==> src/hw/rda_types_pkg.sv <==
/*
 * beat kinds and the byte type that travel down the alignment pipeline
 */
`default_nettype none

package rda_types_pkg;

    // a kernel word takes either one beat (sole) or two beats (head then tail)
    typedef enum logic [1:0] {
        BEAT_SOLE = 2'd0,    // kernel word lies inside one memory word
        BEAT_HEAD = 2'd1,    // first memory word of a split kernel word
        BEAT_TAIL = 2'd2     // second memory word, completes the kernel word
    } beat_e;

    typedef logic [7:0] byte_t;

endpackage

`default_nettype wire

==> src/hw/rda_cfg_pkg.sv <==
/*
 * default sizes for the read-data alignment stage and the widths derived from them
 * the memory word width must be a power of two and no narrower than a kernel word
 */
`default_nettype none

package rda_cfg_pkg;

    ////////////////////////////////////////////////////////////
    // datapath widths in bytes
    ////////////////////////////////////////////////////////////
    localparam int DEF_MEM_BYTES  = 8;    // memory word, power of two
    localparam int DEF_KER_BYTES  = 4;    // kernel word, at most DEF_MEM_BYTES
    localparam int DEF_ALIGN_BITS = 0;    // low address bits known to be zero

    // derived widths, the same arithmetic the top level does on its parameters
    localparam int DEF_INTRA_W = $clog2(DEF_MEM_BYTES);
    localparam int DEF_SHIFT_W = DEF_INTRA_W - DEF_ALIGN_BITS;

    ////////////////////////////////////////////////////////////
    // buffering
    ////////////////////////////////////////////////////////////
    localparam int DEF_MEM_FIFO_DEPTH = 32;    // upstream keeps no more than this outstanding
    localparam int DEF_CMD_FIFO_DEPTH = 16;
    localparam int DEF_OUT_FIFO_DEPTH = 16;
    localparam int CMD_AF_CUTOFF      = 2;     // commands upstream may still send after almost-full

endpackage

`default_nettype wire
==> src/hw/rda_align_if.sv <==
/*
 * one alignment beat between pipeline modules, valid is a single-cycle strobe
 * there is no back-pressure so the receiver must take every beat
 */
`timescale 1ns/1ps
`default_nettype none

interface rda_align_if import rda_types_pkg::*; #(
    parameter int MEM_BYTES = 8,
    parameter int INTRA_W   = 3,
    parameter int SHIFT_W   = 3
);

    logic                   valid;       // one beat this cycle
    logic [8*MEM_BYTES-1:0] data;        // memory word, rotated further at each stage
    logic [SHIFT_W-1:0]     shift;       // rotation still owed, in aligned sections
    logic [INTRA_W:0]       lo_limit;    // lowest kernel byte this beat may write
    beat_e                  kind;

    // the producing side of a link
    modport src (output valid, output data, output shift, output lo_limit, output kind);

    // the consuming side of a link
    modport dst (input valid, input data, input shift, input lo_limit, input kind);

endinterface

`default_nettype wire

==> src/hw/rda_top.sv <==
/*
 * read-data alignment stage, memory words and commands arrive as strobes without back-pressure
 * upstream must never have more memory words outstanding than MEM_FIFO_DEPTH
 * upstream may send at most CMD_AF_CUTOFF more commands once o_cmd_almost_full rises
 */
`timescale 1ns/1ps
`default_nettype none

module rda_top import rda_cfg_pkg::*; #(
    parameter  int MEM_BYTES      = DEF_MEM_BYTES,
    parameter  int KER_BYTES      = DEF_KER_BYTES,
    parameter  int ALIGN_BITS     = DEF_ALIGN_BITS,
    parameter  int MEM_FIFO_DEPTH = DEF_MEM_FIFO_DEPTH,
    parameter  int CMD_FIFO_DEPTH = DEF_CMD_FIFO_DEPTH,
    parameter  int OUT_FIFO_DEPTH = DEF_OUT_FIFO_DEPTH,
    localparam int INTRA_W        = $clog2(MEM_BYTES)
) (
    input  wire                    clock,
    input  wire                    aclrn,
    input  wire                    i_mem_valid,
    input  wire  [8*MEM_BYTES-1:0] i_mem_data,
    input  wire                    i_cmd_valid,
    input  wire  [INTRA_W-1:0]     i_cmd_addr,
    output logic                   o_cmd_almost_full,
    output logic                   o_valid,
    output logic [8*KER_BYTES-1:0] o_data,
    input  wire                    i_stall
);

    localparam int SHIFT_W = INTRA_W - ALIGN_BITS;    // one registered stage per shift bit

    // pop to output write is SHIFT_W+2 cycles, plus one for the registered almost-full
    localparam int OUT_AF_CUTOFF = SHIFT_W + 3;

    logic                   mem_empty, mem_pop;
    logic [8*MEM_BYTES-1:0] mem_head;
    logic                   cmd_empty, cmd_pop;
    logic [INTRA_W-1:0]     cmd_head;
    logic                   out_wr, out_empty, out_almost_full;
    logic [8*KER_BYTES-1:0] out_wr_data;

    // element 0 from the sequencer, element SHIFT_W into the assembler
    rda_align_if #(.MEM_BYTES(MEM_BYTES), .INTRA_W(INTRA_W), .SHIFT_W(SHIFT_W))
        beat_if [SHIFT_W+1] ();

    ////////////////////////////////////////////////////////////
    // input buffering
    ////////////////////////////////////////////////////////////
    rda_fifo #(.T(logic [8*MEM_BYTES-1:0]), .DEPTH(MEM_FIFO_DEPTH), .AF_CUTOFF(0)) u_mem_fifo (
        .clock(clock), .aclrn(aclrn),
        .i_wr(i_mem_valid), .i_wr_data(i_mem_data),
        .i_rd(mem_pop), .o_rd_data(mem_head),
        .o_empty(mem_empty), .o_almost_full()    // depth is guaranteed by upstream
    );

    rda_fifo #(.T(logic [INTRA_W-1:0]), .DEPTH(CMD_FIFO_DEPTH), .AF_CUTOFF(CMD_AF_CUTOFF)) u_cmd_fifo (
        .clock(clock), .aclrn(aclrn),
        .i_wr(i_cmd_valid), .i_wr_data(i_cmd_addr),
        .i_rd(cmd_pop), .o_rd_data(cmd_head),
        .o_empty(cmd_empty), .o_almost_full(o_cmd_almost_full)
    );

    ////////////////////////////////////////////////////////////
    // sequencer, rotator stages and assembler
    ////////////////////////////////////////////////////////////
    rda_word_sequencer #(
        .KER_BYTES(KER_BYTES), .MEM_BYTES(MEM_BYTES), .ALIGN_BITS(ALIGN_BITS),
        .INTRA_W(INTRA_W), .SHIFT_W(SHIFT_W)
    ) u_sequencer (
        .clock(clock), .aclrn(aclrn),
        .i_cmd_empty(cmd_empty), .i_cmd_addr(cmd_head), .o_cmd_pop(cmd_pop),
        .i_mem_empty(mem_empty), .i_mem_data(mem_head), .o_mem_pop(mem_pop),
        .i_out_almost_full(out_almost_full),
        .o_beat(beat_if[0])
    );

    for (genvar k = 0; k < SHIFT_W; k++) begin : g_stage
        rda_shift_stage #(
            .STAGE(k), .MEM_BYTES(MEM_BYTES), .INTRA_W(INTRA_W),
            .SHIFT_W(SHIFT_W), .ALIGN_BITS(ALIGN_BITS)
        ) u_stage (
            .clock(clock), .aclrn(aclrn),
            .i_beat(beat_if[k]), .o_beat(beat_if[k+1])
        );
    end

    rda_word_assembler #(
        .KER_BYTES(KER_BYTES), .MEM_BYTES(MEM_BYTES), .INTRA_W(INTRA_W), .SHIFT_W(SHIFT_W)
    ) u_assembler (
        .clock(clock), .aclrn(aclrn),
        .i_beat(beat_if[SHIFT_W]),
        .o_wr(out_wr), .o_wr_data(out_wr_data)
    );

    ////////////////////////////////////////////////////////////
    // output buffering under valid/stall
    ////////////////////////////////////////////////////////////
    rda_fifo #(.T(logic [8*KER_BYTES-1:0]), .DEPTH(OUT_FIFO_DEPTH), .AF_CUTOFF(OUT_AF_CUTOFF)) u_out_fifo (
        .clock(clock), .aclrn(aclrn),
        .i_wr(out_wr), .i_wr_data(out_wr_data),
        .i_rd(o_valid & ~i_stall), .o_rd_data(o_data),    // transfer when valid and not stalled
        .o_empty(out_empty), .o_almost_full(out_almost_full)
    );

    assign o_valid = ~out_empty;

endmodule

`default_nettype wire

==> src/hw/rda_word_assembler.sv <==
/*
 * builds kernel words from aligned beats by byte-enable accumulation
 * a beat only writes kernel bytes at or above its lo_limit, lower bytes are kept
 */
`timescale 1ns/1ps
`default_nettype none

module rda_word_assembler import rda_types_pkg::*; #(
    parameter int KER_BYTES = 4,
    parameter int MEM_BYTES = 8,
    parameter int INTRA_W   = 3,
    parameter int SHIFT_W   = 3
) (
    input  wire                    clock,
    input  wire                    aclrn,
    rda_align_if.dst               i_beat,
    output logic                   o_wr,
    output logic [8*KER_BYTES-1:0] o_wr_data
);

    localparam int GRAN = 2 ** (INTRA_W - SHIFT_W);    // bytes per aligned section

    byte_t [MEM_BYTES-1:0] beat_bytes;
    byte_t [KER_BYTES-1:0] acc_q;      // kernel word under construction
    logic  [KER_BYTES-1:0] byte_en;

    assign beat_bytes = i_beat.data;

    // enables are decided per aligned section, so whole sections switch together
    always_comb begin
        for (int i = 0; i < KER_BYTES; i++) begin
            byte_en[i] = (INTRA_W+1)'(i & ~(GRAN - 1)) >= i_beat.lo_limit;
        end
    end

    always_ff @(posedge clock) begin
        if (i_beat.valid) begin
            for (int i = 0; i < KER_BYTES; i++) begin
                if (byte_en[i]) acc_q[i] <= beat_bytes[i];    // low bytes of the aligned word
            end
        end
    end

    // a head beat leaves the word half built, the tail finishes it
    always_ff @(posedge clock or negedge aclrn) begin
        if (!aclrn) o_wr <= 1'b0;
        else        o_wr <= i_beat.valid && (i_beat.kind != BEAT_HEAD);
    end

    assign o_wr_data = acc_q;

endmodule

`default_nettype wire

==> src/hw/rda_shift_stage.sv <==
/*
 * one registered stage of the wrap-around barrel rotator
 * stage STAGE moves the word toward byte 0 by 2**(STAGE+ALIGN_BITS) bytes when asked
 */
`timescale 1ns/1ps
`default_nettype none

module rda_shift_stage import rda_types_pkg::*; #(
    parameter int STAGE      = 0,
    parameter int MEM_BYTES  = 8,
    parameter int INTRA_W    = 3,
    parameter int SHIFT_W    = 3,
    parameter int ALIGN_BITS = 0
) (
    input  wire      clock,
    input  wire      aclrn,
    rda_align_if.dst i_beat,
    rda_align_if.src o_beat
);

    localparam int AMT = 2 ** (STAGE + ALIGN_BITS);    // bytes moved by this stage

    byte_t [MEM_BYTES-1:0] in_bytes;
    byte_t [MEM_BYTES-1:0] rot_bytes;
    logic  [INTRA_W-1:0]   src_idx;

    assign in_bytes = i_beat.data;

    // the index wraps on its own since MEM_BYTES is 2**INTRA_W
    always_comb begin
        for (int j = 0; j < MEM_BYTES; j++) begin
            src_idx      = INTRA_W'(j + AMT);
            rot_bytes[j] = i_beat.shift[STAGE] ? in_bytes[src_idx] : in_bytes[j];
        end
    end

    always_ff @(posedge clock or negedge aclrn) begin
        if (!aclrn) o_beat.valid <= 1'b0;
        else        o_beat.valid <= i_beat.valid;
    end

    always_ff @(posedge clock) begin
        o_beat.data     <= rot_bytes;
        o_beat.shift    <= i_beat.shift & ~(SHIFT_W'(1) << STAGE);    // bit is spent here
        o_beat.lo_limit <= i_beat.lo_limit;
        o_beat.kind     <= i_beat.kind;
    end

endmodule

`default_nettype wire

==> src/hw/rda_word_sequencer.sv <==
/*
 * turns commands and memory words into alignment beats, one memory word per cycle
 * a kernel word may span at most two memory words, so KER_BYTES <= MEM_BYTES
 */
`timescale 1ns/1ps
`default_nettype none

module rda_word_sequencer import rda_types_pkg::*; #(
    parameter int KER_BYTES  = 4,
    parameter int MEM_BYTES  = 8,
    parameter int ALIGN_BITS = 0,
    parameter int INTRA_W    = 3,
    parameter int SHIFT_W    = 3
) (
    input  wire                   clock,
    input  wire                   aclrn,
    input  wire                   i_cmd_empty,
    input  wire [INTRA_W-1:0]     i_cmd_addr,
    output logic                  o_cmd_pop,
    input  wire                   i_mem_empty,
    input  wire [8*MEM_BYTES-1:0] i_mem_data,
    output logic                  o_mem_pop,
    input  wire                   i_out_almost_full,
    rda_align_if.src              o_beat
);

    logic [INTRA_W-1:0] addr_al;      // command address with the known-zero bits forced
    logic [SHIFT_W-1:0] addr_shift;   // rotation in units of the address alignment
    logic               spans_two;    // kernel word runs into the next memory word
    logic               beat_go;      // one memory word is consumed this cycle
    logic               at_second;    // head beat issued, the tail beat is next

    assign addr_al    = i_cmd_addr & ~INTRA_W'((1 << ALIGN_BITS) - 1);
    assign addr_shift = addr_al[INTRA_W-1:ALIGN_BITS];
    assign spans_two  = ({1'b0, addr_al} + (INTRA_W+1)'(KER_BYTES)) > (INTRA_W+1)'(MEM_BYTES);

    // the output FIFO almost-full already counts every beat that is still in flight
    assign beat_go   = ~i_cmd_empty & ~i_mem_empty & ~i_out_almost_full;
    assign o_mem_pop = beat_go;
    assign o_cmd_pop = beat_go & (~spans_two | at_second);    // done after sole or tail

    always_ff @(posedge clock or negedge aclrn) begin
        if (!aclrn) begin
            at_second    <= 1'b0;
            o_beat.valid <= 1'b0;
        end else begin
            o_beat.valid <= beat_go;
            if (beat_go) at_second <= spans_two & ~at_second;
        end
    end

    ////////////////////////////////////////////////////////////
    // beat payload, registered one cycle after the pop
    ////////////////////////////////////////////////////////////
    always_ff @(posedge clock) begin
        o_beat.data  <= i_mem_data;
        o_beat.shift <= addr_shift;    // both beats of a word rotate by the same amount
        if (at_second) begin
            // head already filled the kernel bytes below this point
            o_beat.lo_limit <= (INTRA_W+1)'(MEM_BYTES) - {1'b0, addr_al};
            o_beat.kind     <= BEAT_TAIL;
        end else begin
            o_beat.lo_limit <= '0;
            o_beat.kind     <= spans_two ? BEAT_HEAD : BEAT_SOLE;
        end
    end

endmodule

`default_nettype wire

==> src/hw/rda_fifo.sv <==
/*
 * show-ahead FIFO, the head entry is always on o_rd_data while o_empty is low
 * writes when full and reads when empty are not guarded, the user must avoid them
 */
`timescale 1ns/1ps
`default_nettype none

module rda_fifo #(
    parameter type T         = logic [7:0],
    parameter int  DEPTH     = 16,
    parameter int  AF_CUTOFF = 2
) (
    input  wire  clock,
    input  wire  aclrn,
    input  wire  i_wr,
    input  var T i_wr_data,
    input  wire  i_rd,
    output T     o_rd_data,
    output logic o_empty,
    output logic o_almost_full
);

    localparam int PTR_W = (DEPTH > 1) ? $clog2(DEPTH) : 1;
    localparam int CNT_W = $clog2(DEPTH + 1);    // must hold DEPTH itself

    T                 mem [DEPTH];    // storage, no reset needed
    logic [PTR_W-1:0] wr_ptr;
    logic [PTR_W-1:0] rd_ptr;
    logic [CNT_W-1:0] count;          // entries currently held

    // pointers wrap at DEPTH, which need not be a power of two
    function automatic logic [PTR_W-1:0] next_ptr(input logic [PTR_W-1:0] ptr);
        return (ptr == PTR_W'(DEPTH - 1)) ? '0 : ptr + 1'b1;
    endfunction

    always_ff @(posedge clock) begin
        if (i_wr) mem[wr_ptr] <= i_wr_data;
    end

    always_ff @(posedge clock or negedge aclrn) begin
        if (!aclrn) begin
            wr_ptr <= '0;
            rd_ptr <= '0;
            count  <= '0;
        end else begin
            if (i_wr) wr_ptr <= next_ptr(wr_ptr);
            if (i_rd) rd_ptr <= next_ptr(rd_ptr);
            case ({i_wr, i_rd})
                2'b10:   count <= count + 1'b1;
                2'b01:   count <= count - 1'b1;
                default: count <= count;    // both or neither leaves occupancy alone
            endcase
        end
    end

    assign o_rd_data     = mem[rd_ptr];                          // a write shows here next cycle
    assign o_empty       = (count == '0);
    assign o_almost_full = ((DEPTH - int'(count)) <= AF_CUTOFF);  // free entries at or below cutoff

endmodule

`default_nettype wire

==> config.mk <==
export PLATFORM = sky130hd
export DESIGN_NAME = rda_top
export DESIGN_NICKNAME = d
export VERILOG_FILES = /design/src/hw/rda_types_pkg.sv /design/src/hw/rda_cfg_pkg.sv /design/src/hw/rda_align_if.sv /design/src/hw/rda_top.sv /design/src/hw/rda_word_assembler.sv /design/src/hw/rda_shift_stage.sv /design/src/hw/rda_word_sequencer.sv /design/src/hw/rda_fifo.sv
export SDC_FILE = /design/constraint.sdc
export NUM_CORES = 2
export LEC_CHECK = 0
export ABC_CLOCK_PERIOD_IN_PS = 6900
export BUFFER_PORTS_ARGS = -buffer_cell sky130_fd_sc_hd__buf_2
export CORE_UTILIZATION = 60
export DETAILED_ROUTE_END_ITERATION = 8
export GPL_TIMING_DRIVEN = 0
export HOLD_SLACK_MARGIN = 0.15
export PLACE_DENSITY = 0.73
export SLEW_MARGIN = 20
export SYNTH_ARGS = -nofsm -noshare
export SYNTH_HDL_FRONTEND = slang
export SYNTH_SLANG_ARGS = --single-unit
==> constraint.sdc <==
create_clock -name clock -period 6.9 [get_ports clock]
set_clock_uncertainty 0.05 [all_clocks]
set_input_delay 0.345 -clock clock [delete_from_list [all_inputs] [get_ports clock]]
set_output_delay 0.345 -clock clock [all_outputs]
set_load 0.03 [all_outputs]
==> impl_metrics.tcl <==
set metrics [dict create \
    netlist.area_leader.share_pct 72.3 \
    core_area_mm2 0.181 \
    path_cells "clkbuf_1, buf_2, mux4_2, a22oi_1, nand2_1, inv_1, ha_1, inv_1, ha_1, nor2b_1, nor2_1, ha_1, inv_1, fa_1, nor2b_1, o21ai_0, and3_1, nor3_1, xnor2_1" \
    first_pass_iters 5 \
    vias 53500 \
    yosys-top-cells-count "2640 x edfxtp_1, 786 x mux4_2, 254 x dfxtp_1" \
    max_freq_mhz 216 \
    status "completed" \
    slew-limit-headroom_pct 18.0 \
    dp_worst_setup_slack_ns 2.15 \
    cts_root_buf "clkbuf_16" \
    worstPathRequired_ns 7.66 \
    cp_slowest_cell "mux4_2" \
    clock-sinks 2942 \
    setup_ws_ns 2.27 \
    start_kind "register" \
    antenna_found_initial 15 \
    crit_path_max_incr_delay_ns 0.53 \
    worstMarginPinSlew_ns 1.23 \
    die_area_mm2 0.184 \
    die_h_um 430 \
    antenna_left 0 \
    num_io_pins 106 \
    clock_latency_ns 0.94 \
    wl_um 272000 \
    fin_setup_tns_ns 0 \
    wl_per_cell_um 34.2 \
    critPathKind "register to register" \
    finalCoreUtilization_pct 70.3 \
    final_cell_area_mm2 0.127 \
    synth_ff_type "edfxtp_1" \
    cts_inserted_buffers 301 \
    cts_tree "done" \
    yosys.cell_types.count 53 \
    setup_viol 0 \
    die-width_um 430 \
    syn_inst 4606 \
    hpwl_um 174000 \
    wl_met2_um 134000 \
    syn_avg_cell_area_um2 23.8 \
    grt_max_degree 49 \
    drc 0 \
    yosys_register_bits 2942 \
    grt_usage_pct 29.7 \
    route.top_layer_used "met5" \
    drt-initial-drc-count 7507 \
    fin_crit_ns 4.63 \
    htreeDepth 5 \
    drive_above_1_share_pct 34.4 \
    post_drt_via_cell_ratio 6.73 \
    std_cell_rows 156 \
    post_cts_resized 0 \
    fillerInstances 10200 \
    hold_path_class "input port to register" \
    synthArstFlopShare_pct 1.63 \
    synth-edff-count 2640 \
    path_max_fanout 10 \
    synth-warning-count 0 \
    place.gp.congestion 0.805 \
    overflow 0 \
    cp_top_family "simple AND/OR/NAND/NOR gates" \
    power_leakage_nw 41.3 \
    placed_cell_area_mm2 0.117 \
    p_per_area_mw_per_mm2 425 \
    finalCritPeriodShare_pct 67.1 \
    grt_pass1_vias 54100 \
    start_util_pct 60.5 \
    netlist_top_cells_area "edfxtp_1 72%, mux4_2 16%, dfxtp_1 4.6%" \
    areaGrowthSynthToFinish_pct 16.2 \
    maxCapViolCount 0 \
    grt_first_pass_wirelength_um 387000 \
    cts.path.max_buffers 4 \
    met3_length_um 26600 \
    syn_area_mm2 0.110 \
    nets 5466 \
    path_clk_slew_ns 0.06 \
    io_buffers 104 \
    ir_drop_uv 332 \
    synth_fp_nets 4719 \
    met1Wirelength_um 101000 \
    end_kind "register" \
    final-hold-violation-count 0 \
    path_buf_inv 5 \
    synth_area_leader_cell "edfxtp_1" \
    synth.most_common_cell "edfxtp_1" \
    worstPathArrival_ns 5.39 \
    rsz0062_at_grt "false" \
    synth_seq_area_share_pct 78.0 \
    slew_viol_final 0 \
]
-- layout make-up --
cell class              instances  area [um2]  area share (%)
plain buffers                 229        1040           0.817
repair buffers                444        5070            3.98
multi-input cells            1408       23300            18.3
inverters                      27         101          0.0796
flip-flops and latches       2942       85600            67.2
clock buffers                 400        8300            6.51
clock inverters               120        1060           0.832
well taps                    2370        2970            2.33
diodes                          7        17.5          0.0137
-- layer usage --
metal / up-vias / global-route usage, %
li1: 21000 / -
met1: 28300 / 40.9
met3: 643 / 5.87
met4: 12 / 10.9
met2: 3592 / 47.9
met5: - / 0
-- worst paths after layout --
check / start / to / slack [ns] / depth (start not counted)
worst max-delay path: u_cmd_fifo.rd_ptr[0] / u_cmd_fifo.count[4] / 2.27 / 19
worst max register to register: u_cmd_fifo.rd_ptr[0] / u_cmd_fifo.count[4] / 2.27 / 19
worst min register to register: g_stage[0].u_stage.o_beat.lo_limit[1] / g_stage[1].u_stage.o_beat.lo_limit[1] / 0.22 / 0
min in group asynchronous: aclrn / u_out_fifo.rd_ptr[0] / 0.42 / 4
max in group asynchronous: aclrn / u_mem_fifo.wr_ptr[3] / 6.07 / 4
worst min-delay path: i_cmd_valid / u_cmd_fifo.wr_ptr[1] / 0.21 / 3
-- registers in the layout (all words and copies together) (netlist names), 6 cells and up --
name and cells:
u_cmd_fifo.mem 48, g_stage.u_stage.o_beat.kind 6, g_stage.u_stage.o_beat.lo_limit 12, u_mem_fifo.mem 2048
u_assembler.o_wr_data 32, u_mem_fifo.count 6, u_out_fifo.mem 512, u_sequencer.o_beat.data 64
g_stage.u_stage.o_beat.data 160
-- placed cells by master, fill, tap and decap left out, types with 10 or more instances in the layout --
cell / n
clkinv_2: 36
nand3_1: 10
clkbuf_8: 16
dlygate4sd3_1: 72
clkbuf_2: 12
inv_1: 26
buf_16: 60
bufinv_16: 18
clkinv_1: 47
nor2_1: 15
clkbuf_1: 178
nand2_1: 43
a21oi_1: 14
ha_1: 38
clkinvlp_4: 13
nor2b_1: 12
mux4_2: 786
nor3_2: 13
buf_4: 163
clkbuf_16: 312
mux2i_1: 46
a22oi_1: 28
o21ai_0: 29
dfrtp_1: 48
xnor2_1: 10
buf_2: 161
mux2_2: 210
buf_12: 41
buf_6: 27
edfxtp_1: 2640
o21a_1: 22
dfxtp_1: 254
nor2_4: 27
and2_1: 17
buf_1: 30
-- where the power goes --
part           total [W]  leakage, nW  switching [W]  internal [W]
Sequential        0.0232         26.5        0.00129        0.0219
Combinational     0.0154         10.3        0.00842       0.00695
Clock             0.0156         4.55        0.00654       0.00910
Total             0.0542         41.3         0.0163        0.0379
-- kinds of logic after synthesis --
| group | synth area share, % |
|---|---|
| and+or+nand+nor | 0.907 |
| xor gates and xnor gates | 0.152 |
| AOI/OAI and AO/OA | 0.685 |
| buffers and inverters | 1.03 |
| adders and majority gates | 0.488 |
| DFF | 78.0 |
| muxes | 18.7 |
-- timing repair --
| item | in CTS | in global routing |
|---|---|---|
| endpoints found under the hold margin | 2202 | 0 |
| hold buffers | 73 | 0 |
| setup buffers | 0 | 0 |
-- metrics by stage --
step / std cells / hold slack, ns / power [W]
detailed placement: 7347 / 0.263 / 0.0386
finish: 7947 / 0.206 / 0.0542
global placement: 7080 / 0.260 / 0.0380
CTS: 7940 / 0.152 / 0.0543
global route: 7941 / 0.220 / 0.0558
floorplan: 4606 / -0.000591 / 0.0330
-- worst register-to-register path, delay by kind of cell, from the launching register on --
family	cells	cell delay, ns
DFF	1	0.34
adders and majority gates	4	1.00
AOI/OAI and AO/OA	2	0.34
and+or+nand+nor	6	1.08
buffers and inverters	5	1.07
muxes	1	0.54
xor gates and xnor gates	1	0.14
(Power assumes the default switching activity.)
